$ cat src/hdl/cmul_pkg.sv
`default_nettype none

package cmul_pkg;

    localparam int SAMPLE_W  = 16;
    localparam int ACC_W     = 32;
    localparam int SEL_W     = 4;
    localparam int NUM_TERMS = 6;
    localparam int NUM_COEF  = 12;
    localparam int SHIFT_W   = 5;
    localparam int PIPE_LAT  = 3;
    localparam int NUM_SEL   = 2 ** SEL_W;

    typedef logic signed [SAMPLE_W-1:0] sample_t;
    typedef logic        [SEL_W-1:0]    coef_sel_t;
    typedef logic signed [ACC_W-1:0]    acc_t;

    // one signed power-of-two term.
    typedef struct packed {
        logic               en;
        logic               neg;
        logic [SHIFT_W-1:0] shift;
    } csd_digit_s;

    typedef csd_digit_s [NUM_TERMS-1:0] csd_recipe_t;

    typedef struct packed {
        logic                 valid;
        acc_t [NUM_TERMS-1:0] term;
    } term_bundle_s;

    // carry still has weight one, cpa applies the shift.
    typedef struct packed {
        logic valid;
        acc_t sum;
        acc_t carry;
    } cs_pair_s;

    localparam csd_digit_s CSD_OFF = '0;

    function automatic csd_digit_s csd_pos(input int sh);
        return '{en: 1'b1, neg: 1'b0, shift: SHIFT_W'(sh)};
    endfunction

    function automatic csd_digit_s csd_neg(input int sh);
        return '{en: 1'b1, neg: 1'b1, shift: SHIFT_W'(sh)};
    endfunction

    // each recipe lists digit 5 first, digit 0 last.
    localparam csd_recipe_t CSD_TABLE [NUM_SEL] = '{
        // -835
        '{CSD_OFF, csd_pos(0), csd_neg(2), csd_neg(6), csd_pos(8), csd_neg(10)},
        // -146
        '{CSD_OFF, CSD_OFF, CSD_OFF, csd_neg(1), csd_neg(4), csd_neg(7)},
        // 1221
        '{CSD_OFF, csd_pos(0), csd_pos(2), csd_neg(6), csd_pos(8), csd_pos(10)},
        // 367
        '{CSD_OFF, CSD_OFF, csd_neg(0), csd_neg(4), csd_neg(7), csd_pos(9)},
        // -1961
        '{CSD_OFF, csd_neg(0), csd_neg(3), csd_neg(5), csd_pos(7), csd_neg(11)},
        // -1021
        '{CSD_OFF, CSD_OFF, CSD_OFF, csd_neg(0), csd_pos(2), csd_neg(10)},
        // 3226
        '{csd_pos(1), csd_neg(3), csd_pos(5), csd_pos(7), csd_neg(10), csd_pos(12)},
        // 2242
        '{CSD_OFF, CSD_OFF, csd_pos(1), csd_neg(6), csd_pos(8), csd_pos(11)},
        // -5415
        '{csd_pos(0), csd_neg(3), csd_neg(5), csd_neg(8), csd_neg(10), csd_neg(12)},
        // -5548
        '{csd_pos(2), csd_pos(4), csd_pos(6), csd_pos(9), csd_pos(11), csd_neg(13)},
        // 12555
        '{csd_neg(0), csd_neg(2), csd_pos(4), csd_pos(8), csd_neg(12), csd_pos(14)},
        // 33782
        '{CSD_OFF, CSD_OFF, csd_neg(1), csd_neg(3), csd_pos(10), csd_pos(15)},
        // unused selects.
        '0,
        '0,
        '0,
        '0
    };

endpackage

`default_nettype wire

$ cat src/hdl/csd_partial_gen.sv
`timescale 1ns/1ps
`default_nettype none

module csd_partial_gen (
    input  logic                   clk,
    input  logic                   rst_n,
    input  logic                   in_valid,
    input  cmul_pkg::sample_t      in_x,
    input  cmul_pkg::coef_sel_t    in_sel,
    output cmul_pkg::term_bundle_s terms
);

    cmul_pkg::acc_t                                 x_ext;
    cmul_pkg::csd_recipe_t                          recipe;
    cmul_pkg::acc_t [cmul_pkg::NUM_TERMS-1:0]       term_d;
    cmul_pkg::acc_t [cmul_pkg::NUM_TERMS-1:0]       term_q;
    logic                                           valid_q;

    // every term is built from the sign-extended sample.
    assign x_ext = {{(cmul_pkg::ACC_W - cmul_pkg::SAMPLE_W){in_x[cmul_pkg::SAMPLE_W-1]}}, in_x};

    assign recipe = cmul_pkg::CSD_TABLE[in_sel];

    always_comb begin
        cmul_pkg::acc_t shifted;
        shifted = '0;
        for (int i = 0; i < cmul_pkg::NUM_TERMS; i++) begin
            shifted = x_ext <<< recipe[i].shift;
            if (!recipe[i].en) begin
                term_d[i] = '0;
            end else if (recipe[i].neg) begin
                term_d[i] = -shifted;
            end else begin
                term_d[i] = shifted;
            end
        end
    end

    always_ff @(posedge clk) begin
        if (!rst_n) begin
            valid_q <= 1'b0;
        end else begin
            valid_q <= in_valid;
        end
    end

    // terms only load on a strobe.
    always_ff @(posedge clk) begin
        if (in_valid) begin
            term_q <= term_d;
        end
    end

    assign terms = '{valid: valid_q, term: term_q};

endmodule

`default_nettype wire

$ cat src/hdl/csa_reduce.sv
`timescale 1ns/1ps
`default_nettype none

module csa_reduce (
    input  logic                   clk,
    input  logic                   rst_n,
    input  cmul_pkg::term_bundle_s terms,
    output cmul_pkg::cs_pair_s     pair
);

    cmul_pkg::acc_t s1;
    cmul_pkg::acc_t c1;
    cmul_pkg::acc_t s2;
    cmul_pkg::acc_t c2;
    cmul_pkg::acc_t s3;
    cmul_pkg::acc_t c3;
    cmul_pkg::acc_t s4;
    cmul_pkg::acc_t c4;

    cmul_pkg::acc_t sum_q;
    cmul_pkg::acc_t carry_q;
    logic           valid_q;

    // full adder per bit, carry out has weight two.
    function automatic void csa3(
        input  cmul_pkg::acc_t a,
        input  cmul_pkg::acc_t b,
        input  cmul_pkg::acc_t c,
        output cmul_pkg::acc_t s,
        output cmul_pkg::acc_t cy
    );
        s  = a ^ b ^ c;
        cy = (a & b) | (b & c) | (a & c);
    endfunction

    always_comb begin
        // level one.
        csa3(terms.term[0], terms.term[1], terms.term[2], s1, c1);
        csa3(terms.term[3], terms.term[4], terms.term[5], s2, c2);

        // level two folds in the first carry.
        csa3(s1, s2, c1 << 1, s3, c3);

        // level three, both remaining carries aligned.
        csa3(s3, c2 << 1, c3 << 1, s4, c4);
    end

    always_ff @(posedge clk) begin
        if (!rst_n) begin
            valid_q <= 1'b0;
        end else begin
            valid_q <= terms.valid;
        end
    end

    always_ff @(posedge clk) begin
        if (terms.valid) begin
            sum_q   <= s4;
            carry_q <= c4;
        end
    end

    assign pair = '{valid: valid_q, sum: sum_q, carry: carry_q};

endmodule

`default_nettype wire

$ cat src/hdl/cpa_out.sv
`timescale 1ns/1ps
`default_nettype none

module cpa_out (
    input  logic               clk,
    input  logic               rst_n,
    input  cmul_pkg::cs_pair_s pair,
    output logic               out_valid,
    output cmul_pkg::acc_t     out_product
);

    cmul_pkg::acc_t product_d;

    // the one carry-propagate add of the pipe.
    assign product_d = pair.sum + (pair.carry << 1);

    always_ff @(posedge clk) begin
        if (!rst_n) begin
            out_valid <= 1'b0;
        end else begin
            out_valid <= pair.valid;
        end
    end

    // product holds its last value between strobes.
    always_ff @(posedge clk) begin
        if (pair.valid) begin
            out_product <= product_d;
        end
    end

endmodule

`default_nettype wire

$ cat src/hdl/csd_cmul_top.sv
`timescale 1ns/1ps
`default_nettype none

module csd_cmul_top (
    input  logic                clk,
    input  logic                rst_n,
    input  logic                in_valid,
    input  cmul_pkg::sample_t   in_x,
    input  cmul_pkg::coef_sel_t in_sel,
    output logic                out_valid,
    output cmul_pkg::acc_t      out_product
);

    cmul_pkg::term_bundle_s terms_s1;
    cmul_pkg::cs_pair_s     pair_s2;

    // stage 1, recipe lookup and shifted terms.
    csd_partial_gen u_gen (
        .clk      (clk),
        .rst_n    (rst_n),
        .in_valid (in_valid),
        .in_x     (in_x),
        .in_sel   (in_sel),
        .terms    (terms_s1)
    );

    // stage 2, carry-save tree.
    csa_reduce u_reduce (
        .clk   (clk),
        .rst_n (rst_n),
        .terms (terms_s1),
        .pair  (pair_s2)
    );

    // stage 3.
    cpa_out u_cpa (
        .clk         (clk),
        .rst_n       (rst_n),
        .pair        (pair_s2),
        .out_valid   (out_valid),
        .out_product (out_product)
    );

endmodule

`default_nettype wire

$ cat config.mk
export PLATFORM = sky130hd
export DESIGN_NAME = csd_cmul_top
export DESIGN_NICKNAME = d
export VERILOG_FILES = /design/src/hdl/cmul_pkg.sv /design/src/hdl/csd_partial_gen.sv /design/src/hdl/csa_reduce.sv /design/src/hdl/cpa_out.sv /design/src/hdl/csd_cmul_top.sv
export SDC_FILE = /design/constraint.sdc
export NUM_CORES = 1
export LEC_CHECK = 0
export ABC_AREA = 1
export BUFFER_PORTS_ARGS = -buffer_cell sky130_fd_sc_hd__buf_4
export CAP_MARGIN = 20
export CORE_ASPECT_RATIO = 0.8
export CORE_MARGIN = 2
export CORE_UTILIZATION = 65
export DETAILED_ROUTE_END_ITERATION = 6
export PLACE_DENSITY = 0.82
export SLEW_MARGIN = 20
export SYNTH_ARGS = -nofsm -noshare
export SYNTH_HDL_FRONTEND = slang
export SYNTH_SLANG_ARGS = --single-unit
$ cat constraint.sdc
create_clock -name clk -period 4.5 [get_ports clk]
set_input_delay 0.675 -clock clk [delete_from_list [all_inputs] [get_ports clk]]
set_output_delay 0.675 -clock clk [all_outputs]
set_load 0.05 [all_outputs]
==> run_results.csv <==
group,metric,value,unit
status,run_status,"complete, but fails checks",
status,failing_checks,"design-rule violations",
layout,post_layout_nonfiller_instances,3448,
worst_hold_path,timing.hold.worst.class,"in2reg",
critical_path,critPathMostFrequentCell,"sky130_fd_sc_hd__nand2_1",
yosys,post_synth_mux_area_share,0.1337,%
timing,timing.final.crit_share,83.21,%
yosys,synth_edf_count,286,
layout,n_antenna_cell,0,
placed_design,dp_worst_setup_slack,0.3787,ns
yosys,mapped_area,0.02340,mm2
yosys,synth_top_family_by_area,"simple AND/OR/NAND/NOR gates",
die,die_x,216.1,um
placed_design,dpl.cell_count,3393,
timing,worst_slew_pin_slew,0.9076,ns
critical_path,timing.critical_path.buf_inv,3,
critical_path,timing_worst_setup_path_type,"in2reg",
yosys,synth.ff_latch_count,289,
yosys,post_synth_main_area_contributors,"sky130_fd_sc_hd__edfxtp_1, sky130_fd_sc_hd__nand2_1, sky130_fd_sc_hd__fa_1",
critical_path,critical_path.startpoint_type,"input pin",
yosys,synth.distinct_cells,57,
cts,worstSkewPairLatency,0.61,ns
critical_path,cpPeakStageDelay,0.69,ns
grt,first_pass_grt_wire_length,124400,um
worst_hold_path,cell_depth_of_the_worst_min_delay_path,3,
cts,post_cts_resize_count,0,
yosys,avgSynthCellArea,7.968,um2
critical_path,regToRegSetupSlack,1.53,ns
grt,first_global_vias,20690,
layout,nFillCells,2695,
worst_hold_path,hold_path_startpoint,"rst_n",
yosys,yosysSeqAreaShare,36.95,%
drt,drt_iter0_markers,4482,
grt,globalRouteOverflowTotal,0,
cts,cts-buffers-inserted,30,
yosys,syn_nets,3126,
layout,final_nets,3134,
critical_path,cp_data_arrival_time,4.11,ns
drt,final_antenna_net_count,0,
timing,fin_tns_setup,0,ns
die,floorplan.io_pins,56,
yosys,synth_compound_area_share,10.38,%
yosys,synth_adder_area_share,12.82,%
critical_path,cell_with_the_largest_stage_delay_on_the_worst_path,"sky130_fd_sc_hd__o21ai_0",
timing,grt_setup_unrepaired,"false",
cts,cts.hold.buffers_added,0,
layout,mostFrequentLayoutCell,"sky130_fd_sc_hd__nand2_1",
layout,syn2layout_area_growth,7.261,%
yosys,synth-simple-area-share,32.30,%
die,die-area,0.03755,mm2
layout,finalInstanceArea,0.02510,mm2
grt,grt_antenna_before_repair,1,
die,initial_utilization,65.58,%
worst_hold_path,whs_endpoint,"u_reduce.valid_q$_SDFF_PN0_",
cts,buffer_depth_of_the_longest_clock_path,3,
drt,via_count,22550,
critical_path,crit_path_cell_trace,"buf_4 > inv_1 > ha_1 > nand2_4 > nand2_4 > o21ai_0 > mux2i_1 > o21ai_0 > inv_1 > nand2_1 > nor2_1 > nand4_1 > nand2_1 > nand2_1 > nand2_1 > nor2_1",
die,rows,62,
yosys,yosysTopAreaCellShare,36.70,%
timing,final-setup-viol-count,0,
drt,drt_drc_violations_left,3,
die,placeableCoreArea,0.03568,mm2
yosys,synthesis.yosys.warnings,0,
critical_path,crit_path_end_kind,"flip-flop",
critical_path,worstReg2RegStart,"u_reduce.sum_q[2]$_DFFE_PP_",
cts,root_buffer,"sky130_fd_sc_hd__clkbuf_16",
cts,tritoncts,"yes",
placed_design,io_buffers,55,
critical_path,worst_path_dominant_cell_family,"simple AND/OR/NAND/NOR gates",
placed_design,dpl-instance-area,0.02412,mm2
yosys,synth_largest_area_cell,"sky130_fd_sc_hd__edfxtp_1",
timing,max_freq,267.1,MHz
layout,final_core_util,70.34,%
cts,cts_sink_cnt,289,
drt,detail_route.wl_per_cell,24.05,um
power_and_ir_drop,power.leakage,0.01070,uW
cts,ctsHtreeMaxLevel,1,
grt,pin_count_of_the_biggest_net_entering_global_routing,89,
layout,mostFrequentLayoutCells,"sky130_fd_sc_hd__nand2_1, sky130_fd_sc_hd__nand3_1, sky130_fd_sc_hd__edfxtp_1",
placed_design,detailed_place_hpwl,60060,um
power_and_ir_drop,powerDensity,489.3,mW/mm2
yosys,prevailing_post_synth_register_cell,"sky130_fd_sc_hd__edfxtp_1",
timing,worst_slew_margin_rel,39.43,%
critical_path,crit_fanout,34,
grt,gr-usage-all-layers,44.09,%
drt,drt_pass1_iterations,7,
run,drv_cap,0,
layout,final_layout_size_suffix_gt1_share,10.24,%
yosys,synthArstFlopShare,0,%
critical_path,rr_worst_depth,9,
die,die_y,173.7,um
timing,hold_viol_final,0,
power_and_ir_drop,power.ir.vdd_worst,0.4140,mV
timing,maxSlewViolCount,0,
cts,post_cts.repair.setup_buffers,0,
timing,clock-skew-final,0.01711,ns
critical_path,r2r_end,"u_cpa.out_product[18]$_DFFE_PP_",
timing,min_period,3.744,ns
critical_path,worst_ep_required_time,4.86,ns
drt,vias_per_cell,6.540,
placed_design,routabilityCongestion,1.053,
timing,final.setup.worst_slack,0.7556,ns
yosys,post_synth_xor_area_fraction,1.534,%
yosys,synthCells,2937,
cts,clkSlewWorstSetupHoldPaths,0.06,ns
drt,routed_wl,82930,um
worst reg2reg max path: cells and delay by family (launching register included):
kind	cells	cell delay [ns]
compound gates	3	1.26
xor+xnor	1	0.18
fa+ha+maj	2	0.66
buf+inv	1	0.09
flops	1	0.36
simple gates	2	0.25
worst max path at each step:
| stage | start | end | slack [ns] | cells after the start |
|---|---|---|---|---|
| after floorplan | in_sel[1] | u_gen.terms[144]$_SDFFCE_PN0P_ | 1.46 | 18 |
| after global placement | in_sel[1] | u_gen.terms[62]$_SDFFCE_PN0P_ | 0.59 | 21 |
| after detailed placement | in_sel[1] | u_gen.terms[62]$_SDFFCE_PN0P_ | 0.38 | 21 |
| after CTS | in_sel[1] | u_gen.terms[62]$_SDFFCE_PN0P_ | 0.99 | 19 |
| after global routing | in_sel[1] | u_gen.terms[62]$_SDFFCE_PN0P_ | 0.49 | 21 |
| final | in_sel[0] | u_gen.terms[149]$_SDFFCE_PN0P_ | 0.76 | 16 |
cell type report:
type	count	area, um2	share of cell area (%)
multi-input cells	2341	13390	53.35
inverters	179	676.9	2.697
clock buffers	40	818.3	3.260
repair buffers	104	797.0	3.175
clock inverters	15	166.4	0.6629
flip-flops and latches	289	8650	34.46
well taps	480	600.6	2.393
registers in the layout (all words and copies together) (netlist names):
signal and count:
u_reduce.sum_q 32, u_reduce.carry_q 30, u_gen.terms 192, u_cpa.out_valid 1, u_cpa.out_product 32, u_gen.valid_q 1
u_reduce.valid_q 1
cell usage after synthesis, types with 17 or more instances:
| cell | count |
|---|---|
| sky130_fd_sc_hd__inv_1 | 158 |
| sky130_fd_sc_hd__nand3_1 | 430 |
| sky130_fd_sc_hd__buf_2 | 41 |
| sky130_fd_sc_hd__xor2_1 | 28 |
| sky130_fd_sc_hd__fa_1 | 123 |
| sky130_fd_sc_hd__clkbuf_1 | 48 |
| sky130_fd_sc_hd__ha_1 | 43 |
| sky130_fd_sc_hd__nand4_1 | 33 |
| sky130_fd_sc_hd__nand2_2 | 25 |
| sky130_fd_sc_hd__nor3_1 | 32 |
| sky130_fd_sc_hd__nor2_2 | 26 |
| sky130_fd_sc_hd__o21ai_0 | 167 |
| sky130_fd_sc_hd__nor2_1 | 251 |
| sky130_fd_sc_hd__edfxtp_1 | 286 |
| sky130_fd_sc_hd__nand3_2 | 17 |
| sky130_fd_sc_hd__a21oi_1 | 155 |
| sky130_fd_sc_hd__nand2_1 | 817 |
| sky130_fd_sc_hd__o21ai_1 | 63 |
through the flow:
| step | hold slack (ns) | power [uW] |
|---|---|---|
| 2_1_floorplan | 0.4003 | 7672 |
| 3_3_place_gp | 0.4052 | 9003 |
| 3_5_place_dp | 0.4347 | 9330 |
| 4_1_cts | 0.2898 | 12050 |
| 5_1_grt | 0.3175 | 12820 |
| 6_report | 0.3016 | 12280 |
per-layer routing:
| layer | vias up | global-route usage [%] | wire length, um |
|---|---|---|---|
| li1 | 9977 | - | - |
| met1 | 10410 | 60.72 | 31040 |
| met2 | 1833 | 67.48 | 35870 |
| met3 | 324 | 10.18 | 11320 |
| met4 | 2 | 18.86 | 4685 |
| met5 | - | 0 | 18 |
cells by family (layout without fill, tap and decap cells):
kind of cell    after synthesis  after routing
fa+ha+maj                   166            166
compound gates              442            442
xor+xnor                     41             41
simple gates               1689           1689
flops                       289            289
mux                           3              3
buf+inv                     307            338
power by group:
| part | leakage (uW) | switching [uW] | internal, uW |
|---|---|---|---|
| Sequential | 0.00275 | 296 | 3840 |
| Clock | 0.000484 | 1160 | 1410 |
| Combinational | 0.00746 | 3690 | 1890 |
(Power assumes the default switching activity.)
